<file path="config.mk">
export PLATFORM = sky130hd
export DESIGN_NAME = tx_top
export DESIGN_NICKNAME = d
export VERILOG_FILES = /design/src/common/tx_pkg.sv /design/src/rtl/output_driver.sv /design/src/rtl/phase_shifter.sv /design/src/rtl/tx_ctrl.sv /design/src/rtl/tx_top.sv /design/src/serializer/hr_16t4_mux.sv /design/src/serializer/qr_4t1_mux.sv
export SDC_FILE = /design/constraint.sdc
export NUM_CORES = 1
export LEC_CHECK = 0
export BUFFER_PORTS_ARGS = -buffer_cell sky130_fd_sc_hd__buf_4
export CAP_MARGIN = 10
export CORE_ASPECT_RATIO = 1.1
export CORE_MARGIN = 5
export CORE_UTILIZATION = 52
export DETAILED_ROUTE_END_ITERATION = 8
export PLACE_DENSITY_LB_ADDON = 0.3
export SLEW_MARGIN = 20
export SYNTH_ARGS = -nofsm -noshare
export SYNTH_HDL_FRONTEND = slang
export SYNTH_SLANG_ARGS = --single-unit
</file>
<file path="constraint.sdc">
create_clock -name mdll_clk -period 2.28 [get_ports mdll_clk]
set_input_delay 0.57 -clock mdll_clk [delete_from_list [all_inputs] [get_ports mdll_clk]]
set_output_delay 0.57 -clock mdll_clk [all_outputs]
set_load 0.005 [all_outputs]
</file>
<file path="src/common/tx_pkg.sv">
// Shared widths, configuration words and control bundle for the TX slice

package tx_pkg;

    localparam int word_width = 16;  // Parallel word from the PRBS source
    localparam int lane_count = 4;   // Quarter-rate lanes, also bits per quarter

    // Register file addresses
    localparam logic cfg_addr_pi  = 1'b0;  // Interpolator setting
    localparam logic cfg_addr_buf = 1'b1;  // Output buffer setting

    // Interpolator view of a config word
    typedef struct packed {
        logic [12:0] rsvd;
        logic        pi_hold;  // Freeze code updates
        logic [1:0]  pi_code;  // Delay in bit periods
    } pi_cfg_t;

    // Buffer view of the same word
    typedef struct packed {
        logic [10:0] rsvd;
        logic [2:0]  drive;       // Active slices, saturates at four
        logic        buf_invert;  // Swap the legs
        logic        buf_en;
    } buf_cfg_t;

    // One write word, decoded by cfg_addr
    typedef union packed {
        pi_cfg_t  pi;
        buf_cfg_t drv;
    } cfg_word_u;

    // Strobes and settings from tx_ctrl to the datapath
    typedef struct packed {
        logic       word_load;     // New word enters the lanes
        logic       quarter_load;  // 4:1 stage reload
        logic [1:0] lane_sel;      // Which quarter of the word
        logic [1:0] pi_code;       // Applied phase step
        logic       buf_en;
        logic       buf_invert;
        logic [2:0] drive;
    } tx_ctrl_t;

endpackage

</file>
<file path="src/rtl/output_driver.sv">
`timescale 1ns/1ns

// Differential output stage with slice enables

module output_driver import tx_pkg::*; (
    input  logic       mdll_clk,
    input  logic       rst_n,
    input  tx_ctrl_t   ctl,
    input  logic       ser_dly,
    output logic       dout_p,
    output logic       dout_n,
    output logic [3:0] drive_slice  // One bit per driver slice
);

    logic [3:0] slice_dec;  // Thermometer from the drive count
    logic       data_pol;   // Bit after polarity

    always_comb begin
        case (ctl.drive)
            3'd0:    slice_dec = 4'b0000;
            3'd1:    slice_dec = 4'b0001;
            3'd2:    slice_dec = 4'b0011;
            3'd3:    slice_dec = 4'b0111;
            default: slice_dec = 4'b1111;  // Four and up
        endcase
    end

    assign data_pol = ser_dly ^ ctl.buf_invert;

    always_ff @(posedge mdll_clk) begin
        if (!rst_n) begin
            dout_p      <= 1'b0;
            dout_n      <= 1'b0;
            drive_slice <= '0;
        end else if (!ctl.buf_en) begin
            dout_p      <= 1'b0;  // Both legs parked low
            dout_n      <= 1'b0;
            drive_slice <= '0;
        end else begin
            dout_p      <= data_pol;
            dout_n      <= ~data_pol;
            drive_slice <= slice_dec;
        end
    end

endmodule

</file>
<file path="src/rtl/phase_shifter.sv">
`timescale 1ns/1ns

// Coarse stand-in for the interpolator phase step
// Delays the serial stream by pi_code whole bit periods

module phase_shifter import tx_pkg::*; #(
    parameter int max_delay = 3  // Deepest tap
) (
    input  logic     mdll_clk,
    input  logic     rst_n,
    input  tx_ctrl_t ctl,
    input  logic     ser_bit,
    output logic     ser_dly
);

    logic [max_delay:0] dly_q;  // Tap i is i + 1 cycles behind ser_bit
    int                 tap;

    // Codes past the last tap stick at the deepest one
    always_comb begin
        if (ctl.pi_code > max_delay) begin
            tap = max_delay;
        end else begin
            tap = ctl.pi_code;
        end
    end

    always_ff @(posedge mdll_clk) begin
        if (!rst_n) begin
            dly_q <= '0;
        end else begin
            dly_q[0] <= ser_bit;
            for (int i = 1; i <= max_delay; i++) begin
                dly_q[i] <= dly_q[i-1];
            end
        end
    end

    // Code moves only between words, see tx_ctrl
    // so a step up repeats a bit in the gap and never splits a word
    assign ser_dly = dly_q[tap];

endmodule

</file>
<file path="src/rtl/tx_ctrl.sv">
`timescale 1ns/1ns

// Timing and configuration for the slice
// Every strobe in the datapath is decoded from the one bit counter here

module tx_ctrl import tx_pkg::*; (
    input  logic      mdll_clk,     // Bit-rate clock
    input  logic      rst_n,
    input  logic      cfg_wr,       // Single-cycle write strobe
    input  logic      cfg_addr,
    input  cfg_word_u cfg_data,
    output logic      clk_prbsgen,  // Word request to the PRBS source
    output tx_ctrl_t  ctl
);

    logic [3:0] bit_cnt;    // Bit position within the word
    pi_cfg_t    pi_reg;     // Last interpolator write
    buf_cfg_t   buf_reg;    // Last buffer write
    logic [1:0] pi_next;    // Code taken at the word boundary
    logic [1:0] pi_cur;     // Code seen by the phase shifter
    logic [3:0] apply_cnt;  // Counter value where the tap may move

    // Free-running, one word per wrap
    always_ff @(posedge mdll_clk) begin
        if (!rst_n) begin
            bit_cnt <= '0;
        end else begin
            bit_cnt <= bit_cnt + 4'd1;
        end
    end

    // Register writes, the address picks the view of the union
    always_ff @(posedge mdll_clk) begin
        if (!rst_n) begin
            pi_reg  <= '0;
            buf_reg <= '0;  // Buffer off, no slices
        end else if (cfg_wr) begin
            if (cfg_addr == cfg_addr_pi) begin
                pi_reg <= cfg_data.pi;
            end
            if (cfg_addr == cfg_addr_buf) begin
                buf_reg <= cfg_data.drv;
            end
        end
    end

    // The first bit of the word loaded at word_load sits in tap 0
    // three cycles later, so the old tap stays selected through
    // cycle 2 + old code and the old word leaves intact
    assign apply_cnt = 4'd2 + {2'b00, pi_cur};

    always_ff @(posedge mdll_clk) begin
        if (!rst_n) begin
            pi_next <= '0;
            pi_cur  <= '0;
        end else begin
            if (ctl.word_load && !pi_reg.pi_hold) begin
                pi_next <= pi_reg.pi_code;  // Pending code waits while held
            end
            if (bit_cnt == apply_cnt) begin
                pi_cur <= pi_next;
            end
        end
    end

    assign clk_prbsgen = (bit_cnt == 4'd15);  // Last bit of the current word

    always_comb begin
        ctl.word_load    = (bit_cnt == 4'd0);       // Cycle after the request
        ctl.quarter_load = (bit_cnt[1:0] == 2'd0);  // Every fourth bit
        ctl.lane_sel     = bit_cnt[3:2];
        ctl.pi_code      = pi_cur;
        ctl.buf_en       = buf_reg.buf_en;
        ctl.buf_invert   = buf_reg.buf_invert;
        ctl.drive        = buf_reg.drive;
    end

endmodule

</file>
<file path="src/rtl/tx_top.sv">
`timescale 1ns/1ns

// 16:1 transmitter slice on the bit-rate clock
// Path is ctl -> 16:4 mux -> 4:1 mux -> phase shifter -> output driver
// din[15] reaches dout_p four edges after the edge that ends the
// clk_prbsgen cycle, plus pi_code, and the rest follow MSB first

module tx_top import tx_pkg::*; #(
    parameter int max_delay = 3  // Phase shifter depth
) (
    input  logic                  mdll_clk,     // Bit-rate clock from the MDLL
    input  logic                  rst_n,
    input  logic [word_width-1:0] din,          // Held from the request to the next one
    input  logic                  cfg_wr,
    input  logic                  cfg_addr,
    input  cfg_word_u             cfg_data,
    output logic                  clk_prbsgen,  // Word request, one pulse per 16 bits
    output logic                  dout_p,
    output logic                  dout_n,
    output logic [3:0]            drive_slice
);

    tx_ctrl_t              ctl;      // Strobes and settings to all stages
    logic [lane_count-1:0] quarter;  // 16:4 to 4:1
    logic                  ser_bit;  // Serial data before the phase step
    logic                  ser_dly;  // Serial data into the driver

    tx_ctrl i_ctrl (
        .mdll_clk    (mdll_clk),
        .rst_n       (rst_n),
        .cfg_wr      (cfg_wr),
        .cfg_addr    (cfg_addr),
        .cfg_data    (cfg_data),
        .clk_prbsgen (clk_prbsgen),
        .ctl         (ctl)
    );

    hr_16t4_mux i_hr_mux (
        .mdll_clk (mdll_clk),
        .rst_n    (rst_n),
        .din      (din),
        .ctl      (ctl),
        .quarter  (quarter)
    );

    qr_4t1_mux i_qr_mux (
        .mdll_clk (mdll_clk),
        .rst_n    (rst_n),
        .ctl      (ctl),
        .quarter  (quarter),
        .ser_bit  (ser_bit)
    );

    phase_shifter #(
        .max_delay (max_delay)
    ) i_phase (
        .mdll_clk (mdll_clk),
        .rst_n    (rst_n),
        .ctl      (ctl),
        .ser_bit  (ser_bit),
        .ser_dly  (ser_dly)
    );

    output_driver i_drv (
        .mdll_clk    (mdll_clk),
        .rst_n       (rst_n),
        .ctl         (ctl),
        .ser_dly     (ser_dly),
        .dout_p      (dout_p),
        .dout_n      (dout_n),
        .drive_slice (drive_slice)
    );

endmodule

</file>
<file path="src/serializer/hr_16t4_mux.sv">
`timescale 1ns/1ns

// Half-rate stage, 16 bits in and one 4-bit quarter per four bit times
// Lane k keeps din bits 15-k, 11-k, 7-k, 3-k with the highest at its MSB

module hr_16t4_mux import tx_pkg::*; (
    input  logic                  mdll_clk,
    input  logic                  rst_n,
    input  logic [word_width-1:0] din,      // Sampled at the close of the word_load cycle
    input  tx_ctrl_t              ctl,
    output logic [lane_count-1:0] quarter   // Read by the 4:1 stage on quarter_load
);

    typedef logic [lane_count-1:0][lane_count-1:0] lanes_t;

    lanes_t lane_q;    // Captured lanes
    lanes_t lane_src;  // Lanes as seen this cycle

    // Interleave the word across the lanes
    function automatic lanes_t reorder(input logic [word_width-1:0] w);
        lanes_t l;
        for (int k = 0; k < lane_count; k++) begin
            for (int j = 0; j < lane_count; j++) begin
                l[k][lane_count-1-j] = w[word_width-1-k-lane_count*j];
            end
        end
        return l;
    endfunction

    // One element from each lane, lane 0 lands on the MSB
    function automatic logic [lane_count-1:0] pick(input lanes_t l, input logic [1:0] sel);
        logic [lane_count-1:0] q;
        for (int m = 0; m < lane_count; m++) begin
            q[lane_count-1-m] = l[m][lane_count-1-sel];
        end
        return q;
    endfunction

    always_ff @(posedge mdll_clk) begin
        if (!rst_n) begin
            lane_q <= '0;
        end else if (ctl.word_load) begin
            lane_q <= reorder(din);
        end
    end

    // First quarter goes straight from din in the load cycle
    // so the 4:1 stage picks it up on the same edge as the capture
    assign lane_src = ctl.word_load ? reorder(din) : lane_q;

    // With lane_sel = j this gives din[15-4j] down to din[12-4j]
    assign quarter = pick(lane_src, ctl.lane_sel);

endmodule

</file>
<file path="src/serializer/qr_4t1_mux.sv">
`timescale 1ns/1ns

// Quarter-rate stage
// Takes a quarter on quarter_load and sends it out MSB first,
// one bit per clock, while the next quarter waits in the 16:4 stage

module qr_4t1_mux import tx_pkg::*; (
    input  logic                  mdll_clk,
    input  logic                  rst_n,
    input  tx_ctrl_t              ctl,
    input  logic [lane_count-1:0] quarter,
    output logic                  ser_bit   // Registered serial stream
);

    logic [lane_count-1:0] shift_q;  // Bits still to go, next one on top

    always_ff @(posedge mdll_clk) begin
        if (!rst_n) begin
            shift_q <= '0;
            ser_bit <= 1'b0;
        end else begin
            ser_bit <= shift_q[lane_count-1];  // Last bit of the old quarter on a reload
            if (ctl.quarter_load) begin
                shift_q <= quarter;
            end else begin
                shift_q <= {shift_q[lane_count-2:0], 1'b0};
            end
        end
    end

endmodule

</file>
# --- Word level (Yosys, flattened, before mapping) ---
# Index checks and enable logic that the tools add are counted.
totals:
  ff_bits: 47
  inputBits: 36
  out_inout_bits: 7
  elab_cells: 54
classes:
  n_addsub: 3
  magnitude_cmp: 2
  eq_ne: 5
  mux: 13
  bitwise_logic: 3
  n_reduce_logical: 9
ops:
  columns: ["cell", "n"]
  rows:
  - ["less-than comparator 32 x 3 -> 1 bit (second input constant)", 1]
  - ["two-way mux 16 bit", 1]
  - ["case mux 4 bit (4 select lines)", 1]
  - ["binary-select mux 1 bit (select 2 bit)", 5]
  - ["AND reduction 2 bit", 4]
  - ["== test 3 x 2 -> 1 bit (second input constant)", 2]
  - ["two-way mux 1 bit", 5]
  - ["adder 4 x 1 -> 4 bit (second input constant)", 1]
  - ["== test 4 bit", 1]
  - ["== test 4 bit (second input constant)", 1]
  - ["zero test 4 bit", 1]
  - ["two-way mux 4 bit", 1]
  - ["adder 2 x 2 -> 3 bit (first input constant)", 1]
  - ["== test 3 x 1 -> 1 bit (second input constant)", 1]
  - ["zero test 3 bit", 1]
  - ["less-than comparator 2 x 3 -> 1 bit (second input constant)", 1]
  - ["subtractor 2 x 2 -> 3 bit (first input constant)", 1]
  - ["zero test 2 bit", 1]
  - ["inverter 1 bit", 2]
  - ["logical AND 1 bit", 1]
  - ["zero test 1 bit", 1]
  - ["bitwise XOR 1 bit", 1]

# --- Logic depth before layout (Yosys ltp) ---
# Gate-level depths: netlist of run 1.
logic_depth:
  word_depth: 5
  mapped_depth: 7
  ltp_nobuf: 5

# --- Hierarchy ---
# A second synthesis of run 1 with hierarchy kept.
hier_totals:
  cells_unflattened: 174
  area_unflattened_um2: 2023.2
modules_own_cells:
  columns: ["mod", "instances", "cells_each", "area_each_um2", "seq_area_each_um2"]
  rows:
  - ["hr_16t4_mux", 1, 65, 864.6, 320.3]
  - ["tx_ctrl", 1, 70, 694.4, 320.3]
  - ["output_driver", 1, 17, 173.9, 120.1]
  - ["qr_4t1_mux", 1, 13, 162.7, 100.1]
  - ["phase_shifter", 1, 9, 127.6, 80.1]

# --- Least setup slack after synthesis of run 1 ---
# OpenSTA, ideal clock, no wires.
synth_timing:
  path_type: "reg2reg"
  startpoint: "register i_ctrl.bit_cnt[0]"
  endpoint: "register i_qr_mux.shift_q[0]"
  setup_time_ps: 115
  arrival_time_ps: 1646
  required_time_ps: 2165
  path_slack_ps: 519
  stages_incl_launch_ff: 7
  path_buffers: 1
  period_less_slack_ps: 1761
  cell_sequence: "dfxtp_1 > inv_1 > ha_1 > buf_6 > mux2_4 > mux4_2 > and3_1"
synth_between:
  elab_chain_len: 4
  elab_cells_between_ends: 6
  cone_classes: "mux (3); reduce/logical (3)"
synth_rtl:
  columns: ["element", "line", "source"]
  rows:
  - ["start, declared", "tx_ctrl.sv:16", "logic [3:0] bit_cnt;"]
  - ["start signal, assigned", "tx_ctrl.sv:28", "bit_cnt <= bit_cnt + 4'd1;"]
  - ["zero test 4 bit", "tx_ctrl.sv:69", "ctl.word_load = (bit_cnt == 4'd0);"]
  - ["two-way mux 16 bit", "hr_16t4_mux.sv:49", "assign lane_src = ctl.word_load ? reorder(din) : lane_q;"]
  - ["binary-select mux 1 bit (select 2 bit)", "hr_16t4_mux.sv:34", "q[lane_count-1-m] = l[m][lane_count-1-sel];"]
  - ["two-way mux 1 bit (implied by the code)", "hr_16t4_mux.sv:34", null]
  - ["end signal, assigned", "qr_4t1_mux.sv:24", "shift_q <= quarter;"]
  - ["end signal, assigned", "qr_4t1_mux.sv:26", "shift_q <= {shift_q[lane_count-2:0], 1'b0};"]
  - ["end, declared", "qr_4t1_mux.sv:15", "logic [lane_count-1:0] shift_q;"]
# Several ways; a longest one is shown, not always the timed one. The select of a mux whose other input is x is not followed.
# A chain may end at the register's enable or synchronous reset.

# --- Worst setup path in the final report of run 1 ---
layout_timing:
  startpoint: "register i_ctrl.bit_cnt[2]"
  endpoint: "output clk_prbsgen"
layout_between:
  elab_chain_len: 1
layout_rtl:
  columns: ["element", "line", "source"]
  rows:
  - ["== test 4 bit", "tx_ctrl.sv:66", "assign clk_prbsgen = (bit_cnt == 4'd15);"]
  - ["end, declared", "tx_top.sv:17", "output logic clk_prbsgen,"]
# Every way passes these cells.

==> results of run 1 <==
power by group through the flow:
stage,Combinational (mW),Sequential (mW),Clock (mW)
6_report,0.179,0.840,0.471
5_1_grt,0.201,0.845,0.522
4_1_cts,0.181,0.840,0.483
3_5_place_dp,0.181,0.857,0
3_3_place_gp,0.171,0.854,0
2_1_floorplan,0.139,0.845,0
layer usage:
metal  wire length (um)  up-vias  GRT usage
li1                   -      651          -
met2               1650       27      0.249
met1               1310      594      0.168
met5                  0        -          0
met4                129        0      0.101
met3                131       11     0.0423
per-stage QoR:
step | cells | utilization | hold slack [ps] | power [mW] | worst slack, ps
floorplan | 178 | - | 412 | 0.984 | 519
global placement | 247 | 0.603 | 422 | 1.03 | 555
detailed placement | 247 | 0.603 | 423 | 1.04 | 436
CTS | 255 | 0.627 | 455 | 1.50 | 282
global route | 255 | 0.627 | 447 | 1.57 | 197
finish | 255 | 0.627 | 450 | 1.49 | 322
cells by family (layout without fill, tap and decap cells):
logic type | after synthesis | count (layout)
and+or+nand+nor | 82 | 82
DFF | 44 | 44
AOI/OAI and AO/OA | 20 | 20
muxes | 13 | 13
buffers and inverters | 13 | 42
xor gates and xnor gates | 4 | 4
adders and majority gates | 2 | 2
synthesized netlist by cell type:
| library cell | count |
|---|---|
| a211oi_1 | 1 |
| a21boi_0 | 18 |
| a21oi_1 | 1 |
| and2_1 | 8 |
| and3_1 | 3 |
| buf_2 | 1 |
| buf_4 | 1 |
| buf_6 | 3 |
| clkbuf_1 | 5 |
| clkbuf_2 | 1 |
| dfxtp_1 | 44 |
| ha_1 | 2 |
| inv_1 | 2 |
| mux2_4 | 1 |
| mux2i_1 | 7 |
| mux4_2 | 5 |
| nand2_1 | 40 |
| nand3_1 | 9 |
| nand3b_1 | 4 |
| nor2_1 | 5 |
| nor2b_1 | 8 |
| nor3_1 | 1 |
| nor3b_2 | 1 |
| nor4b_2 | 1 |
| or3b_1 | 1 |
| or3b_2 | 1 |
| xnor2_1 | 1 |
| xor2_1 | 3 |
layout make-up:
cell class | count | area [um^2] | area share
tap | 48 | 60.1 | 0.0288
inverter | 2 | 7.51 | 0.00360
sequential | 44 | 881 | 0.422
timing repair buffer | 32 | 240 | 0.115
clock inverter | 3 | 42.5 | 0.0204
clock buffer | 5 | 37.5 | 0.0180
multi-input combinational | 121 | 818 | 0.392
how the worst max path moves through the flow:
stage | start | to | depth (start not counted)
after floorplan | i_ctrl.bit_cnt[0] | i_qr_mux.shift_q[0] | 6
after global placement | i_ctrl.bit_cnt[0] | i_hr_mux.lane_q[13] | 6
after detailed placement | i_ctrl.bit_cnt[0] | i_hr_mux.lane_q[8] | 6
after CTS | i_ctrl.bit_cnt[2] | clk_prbsgen | 2
after global routing | i_ctrl.bit_cnt[2] | clk_prbsgen | 2
final | i_ctrl.bit_cnt[2] | clk_prbsgen | 2
==> impl_metrics.py, run 1 <==
metrics = {
    "worst_setup_path": {
        "r2r_setup_slack_ps": 440,
        "worstPathCellList": "and3_1, buf_4",
        "cpMaxStageDelayCell": "dfxtp_1",
        "required_ps": 1710,
        "path_buf_inv": 1,
        "cp_top_family": "flip-flops",
        "crit_arrival_ps": 1390,
        "reg2reg_from": "i_ctrl.bit_cnt[0]",
        "critPathMaxFanout": 12,
        "slowest_delay_ps": 680,
        "critPathCaptureType": "primary output",
        "crit_type": "flip-flop to primary output",
        "startpoint_type": "flip-flop",
        "timing.rr.end": "i_hr_mux.lane_q[8]",
        "ff2ff_path_depth": 6,
    },
    "hold_path": {
        "min_from": "i_qr_mux.shift_q[3]",
        "hold_path_end": "i_qr_mux.ser_bit",
        "hold_class": "flip-flop to flip-flop",
        "min_path_cells": 1,
    },
    "final_layout": {
        "top_register": "i_hr_mux.lane_q",
        "finalNetCount": 244,
        "n_antenna_cell": 0,
        "final_common_cell": "dfxtp_1",
        "synthToLayoutAreaGrowth_pct": 17.5,
        "largest_reg_flops": 13,
        "drive_gt1_frac": 0.237,
        "final_cell_area_mm2": 0.00209,
        "layout_common_cells": "dfxtp_1 (44), nand2_1 (40), buf_4 (32)",
        "num-fill-cells": 290,
    },
    "logic_synthesis": {
        "yosys.cell_types.count": 28,
        "synth_seq_area_share": 0.496,
        "synthAdderAreaFrac": 0.0141,
        "synth_top_family_by_area": "simple AND/OR/NAND/NOR gates",
        "yosys_warnings": 0,
        "ys_ff_latch": 44,
        "synth_cells": 178,
        "synth_simple_gate_area_frac": 0.232,
        "synth_xor_area_frac": 0.0197,
        "synth-compound-area-share": 0.0831,
        "yosys-top-cells-area": "dfxtp_1 (50%), nand2_1 (8.5%), a21boi_0 (7.6%), mux4_2 (6.3%), mux2i_1 (3.9%)",
        "synth_nets": 216,
        "synth.top_cell.area_share": 0.496,
        "synthesis.area_mm2": 0.00178,
        "avgSynthCellArea_um2": 9.98,
        "yosys.area.top_type": "dfxtp_1",
        "synthMuxAreaShare": 0.111,
    },
    "grt": {
        "antenna_found_initial": 0,
        "gr-usage-all-layers": 0.152,
        "grt_pass1_vias": 1272,
        "grt_overflow": 0,
        "grt_first_pass_wirelength_um": 5410,
        "grt_max_degree": 46,
    },
    "clock_network": {
        "cts-htree-levels": 2,
        "clk_pin_slew_ps": 120,
        "clk_latency_ps": 350,
        "clock-sinks": 44,
        "cts_hold_buf": 0,
        "clock-root-buffer": "clkbuf_4",
        "cts_tree": "done",
        "cts_buffers": 5,
        "post_cts_buffers": 0,
        "cts_resized": 0,
        "cts_buffer_depth": 2,
    },
    "route": {
        "drc": 0,
        "drt-initial-drc-count": 68,
        "vias": 1283,
        "firstDrtPassIters": 4,
        "vias_per_cell": 5.03,
        "ant_nets": 0,
        "routed_wl_um": 3220,
        "wl_per_cell_um": 12.6,
    },
    "run_status": {
        "status": "complete, no violations",
    },
    "floorplanning": {
        "fp.dieW_um": 65.7,
        "coreArea_mm2": 0.00333,
        "ios": 43,
        "fp.dieH_um": 71.3,
        "start_util": 0.533,
        "die_area_mm2": 0.00469,
        "row_count": 22,
    },
    "power": {
        "power.internal_mw": 1.14,
        "power_frac_clock": 0.316,
        "leakagePower_nw": 0.868,
        "switching_share": 0.237,
        "p_switching_mw": 0.353,
        "pwr-share-seq": 0.563,
        "power.density_mw_per_mm2": 714,
        "comb_power_share": 0.120,
        "peakVddDrop_v": 0.000474,
    },
    "placed_design": {
        "gp_congestion": 0.792,
        "place_area_mm2": 0.00201,
        "hpwl_um": 2360,
        "portBuffers": 31,
    },
    "sta": {
        "finalCritPeriodShare": 0.859,
        "tns_ps": 0,
        "slew_viol_final": 0,
        "setup_viol_count_final": 0,
        "max_freq_mhz": 511,
        "fin_crit_ps": 1960,
        "rsz0062_at_grt": "no",
        "fin_worst_skew_ps": 6.46,
        "worst_pin_slew_ps": 772,
        "slew_headroom": 0.483,
        "finalHoldViolCount": 0,
    },
    "job": {
        "cap_violations": 0,
    },
}
Note: power is estimated with default switching activity, not from simulation.
==> run 2, diff against run 1 <==
--- a/config.mk
+++ b/config.mk
@@ -7,12 +7,15 @@
 export LEC_CHECK = 0
 export BUFFER_PORTS_ARGS = -buffer_cell sky130_fd_sc_hd__buf_4
 export CAP_MARGIN = 10
+export CELL_PAD_IN_SITES_DETAIL_PLACEMENT = 0
+export CELL_PAD_IN_SITES_GLOBAL_PLACEMENT = 2
 export CORE_ASPECT_RATIO = 1.1
 export CORE_MARGIN = 5
-export CORE_UTILIZATION = 52
+export CORE_UTILIZATION = 34
 export DETAILED_ROUTE_END_ITERATION = 8
 export PLACE_DENSITY_LB_ADDON = 0.3
 export SLEW_MARGIN = 20
 export SYNTH_ARGS = -nofsm -noshare
 export SYNTH_HDL_FRONTEND = slang
+export SYNTH_HIERARCHICAL = 1
 export SYNTH_SLANG_ARGS = --single-unit
==> impl_metrics.py, run 2 <==
metrics = {
    "logic_synthesis": {
        "synth.top_cell.area_share": 0.465,
        "ys.flop_type": "dfxtp_1",
        "synthMostInstantiatedCell": "dfxtp_1",
        "synth_cells": 174,
        "ys_ff_latch": 47,
        "yosys.cell_types.count": 29,
        "synth_top_cells_by_count": "dfxtp_1 (47), nor2b_1 (27), mux2i_1 (26)",
        "synth_nets": 212,
        "synthArstFlopShare": 0,
        "synth_edf_count": 0,
        "avgSynthCellArea_um2": 11.6,
        "yosys_warnings": 6,
        "synth_seq_area_share": 0.465,
        "yosys.area.top_type": "dfxtp_1",
        "synthesis.area_mm2": 0.00202,
        "yosys-top-cells-area": "dfxtp_1 (47%), mux2i_1 (13%), nor2b_1 (8.3%), mux4_2 (5.6%), mux4_1 (5.2%)",
    },
    "grt": {
        "antenna_found_initial": 0,
        "grt_overflow": 0,
        "grt_max_degree": 46,
        "gr-usage-all-layers": 0.103,
        "grt_first_pass_wirelength_um": 6310,
        "grt_pass1_vias": 1471,
    },
    "power": {
        "power.density_mw_per_mm2": 699,
        "finalPower_mw": 1.76,
        "peakVddDrop_v": 0.000289,
        "leakagePower_nw": 1.06,
    },
    "placed_design": {
        "pre_cts_ws_ps": 59.1,
        "hpwl_um": 2610,
        "portBuffers": 31,
        "place_area_mm2": 0.00235,
        "gp_congestion": 0.684,
    },
    "worst_setup_path": {
        "startpoint_type": "flip-flop",
        "worstPathCellList": "inv_1, ha_2, nor3b_4, buf_4, buf_6, mux4_2, mux2_2, and3_2",
        "crit_type": "flip-flop to flip-flop",
        "critPathMaxFanout": 5,
        "crit_arrival_ps": 2370,
        "cp_top_family": "multiplexers",
        "cp.depth": 8,
        "path_buf_inv": 3,
        "slowest_delay_ps": 480,
        "critPathCaptureType": "flip-flop",
        "ff2ff_path_depth": 8,
        "cpMaxStageDelayCell": "mux4_2",
        "required_ps": 2470,
    },
    "floorplanning": {
        "fp.dieW_um": 83.6,
        "row_count": 29,
        "fp.dieH_um": 90.9,
        "ios": 43,
        "start_util": 0.351,
        "coreArea_mm2": 0.00577,
        "die_area_mm2": 0.00760,
    },
    "hold_path": {
        "min_path_cells": 1,
        "hold_class": "flip-flop to flip-flop",
    },
    "final_layout": {
        "seq_area_um2": 942,
        "drive_gt1_frac": 0.304,
        "final_common_cell": "dfxtp_1",
        "num-fill-cells": 557,
        "synthToLayoutAreaGrowth_pct": 24.6,
        "largest_reg_flops": 16,
        "finalNetCount": 254,
        "final_cell_area_mm2": 0.00252,
        "top_register": "i_hr_mux/lane_q",
        "n_antenna_cell": 0,
        "multi_input_area_mm2": 0.00103,
        "layout_common_cells": "dfxtp_1 (46), buf_4 (40), nor2b_1 (27)",
    },
    "route": {
        "drt-initial-drc-count": 34,
        "ant_nets": 0,
        "wl_met1_um": 1660,
        "drc": 0,
        "wl_per_cell_um": 13.2,
        "vias": 1372,
        "wl_met2_um": 2020,
        "vias_per_cell": 4.67,
        "top_layer": "met4",
        "routed_wl_um": 3890,
        "firstDrtPassIters": 4,
        "met3_length_um": 177,
    },
    "clock_network": {
        "cts_buffers": 5,
        "cts_buffer_depth": 2,
        "cts_hold_buf": 0,
        "clk_pin_slew_ps": 80,
        "clk_latency_ps": 290,
        "clock-root-buffer": "clkbuf_8",
        "cts_tree": "done",
        "cts-htree-levels": 2,
        "clock-sinks": 47,
    },
    "sta": {
        "fin_crit_ps": 2180,
        "worst_slack_ps": 95.5,
        "slew_headroom": 0.753,
        "finalHoldViolCount": 0,
        "finalCritPeriodShare": 0.958,
        "setup_viol_count_final": 0,
        "max_freq_mhz": 458,
        "slew_viol_final": 0,
        "fin_worst_skew_ps": 4.36,
        "worst_pin_slew_ps": 370,
    },
    "job": {
        "cap_violations": 0,
    },
    "run_status": {
        "status": "complete, no violations",
    },
}
run 2: cell count changes in the layout (fill, tap and decap cells not counted), sizes merged, moves of 3 or more:
cell	previous run	this run
nand2	40	11
mux2i	7	26
nor2b	8	27
a21boi	18	5
buf	32	42
clkbuf	5	9
mux4	5	9
dfxtp	44	47
mux2	1	4
nand3	9	6
nand3b	4	1
run 2: metal layers:
metal | GRT usage | up-vias
li1 | - | 681
met2 | 0.193 | 29
met4 | 0.0282 | 0
met1 | 0.106 | 660
met3 | 0.0401 | 2
met5 | 0 | -
run 2: final timing paths:
check                   endpoint  slack [ps]         startpoint
max          i_qr_mux/shift_q[0]         100  i_ctrl/bit_cnt[1]
min             i_phase/dly_q[0]         450   i_qr_mux/ser_bit
max reg2reg  i_qr_mux/shift_q[0]         100  i_ctrl/bit_cnt[1]
min reg2reg     i_phase/dly_q[0]         450   i_qr_mux/ser_bit
run 2: through the flow:
stage / TNS, ps / util / instances / hold WS, ps
floorplan: 0 / - / 174 / 412
global placement: 0 / 0.408 / 280 / 426
detailed placement: 0 / 0.408 / 280 / 427
CTS: 0 / 0.425 / 288 / 447
global route: -17.1 / 0.437 / 294 / 457
finish: 0 / 0.437 / 294 / 445
run 2: cells by family after synthesis:
| logic type | after synthesis | share of synthesized area |
|---|---|---|
| simple gates | 65 | 0.185 |
| flops | 47 | 0.465 |
| mux | 39 | 0.259 |
| buf+inv | 10 | 0.0346 |
| compound gates | 7 | 0.0272 |
| xor+xnor | 4 | 0.0173 |
| fa+ha+maj | 2 | 0.0124 |
run 2: where the power goes:
| group | switching (mW) | internal, mW | total (mW) | leakage [nW] |
|---|---|---|---|---|
| sequential | 0.0242 | 0.870 | 0.895 | 0.385 |
| combinational | 0.126 | 0.200 | 0.326 | 0.625 |
| clock | 0.263 | 0.277 | 0.540 | 0.0515 |
| total | 0.413 | 1.35 | 1.76 | 1.06 |
run 2: timing repair:
action,4_1_cts,5_1_grt
endpoints found under the setup margin,0,3
setup buffers,0,4
gates resized for setup,0,4
run 2: final cells by class:
type | instances | share of cell area
Clock buffer | 8 | 0.0397
Timing Repair Buffer | 43 | 0.138
Sequential cell | 47 | 0.374
Multi-Input combinational cell | 117 | 0.407
Inverter | 2 | 0.00298
Tap cell | 77 | 0.0382
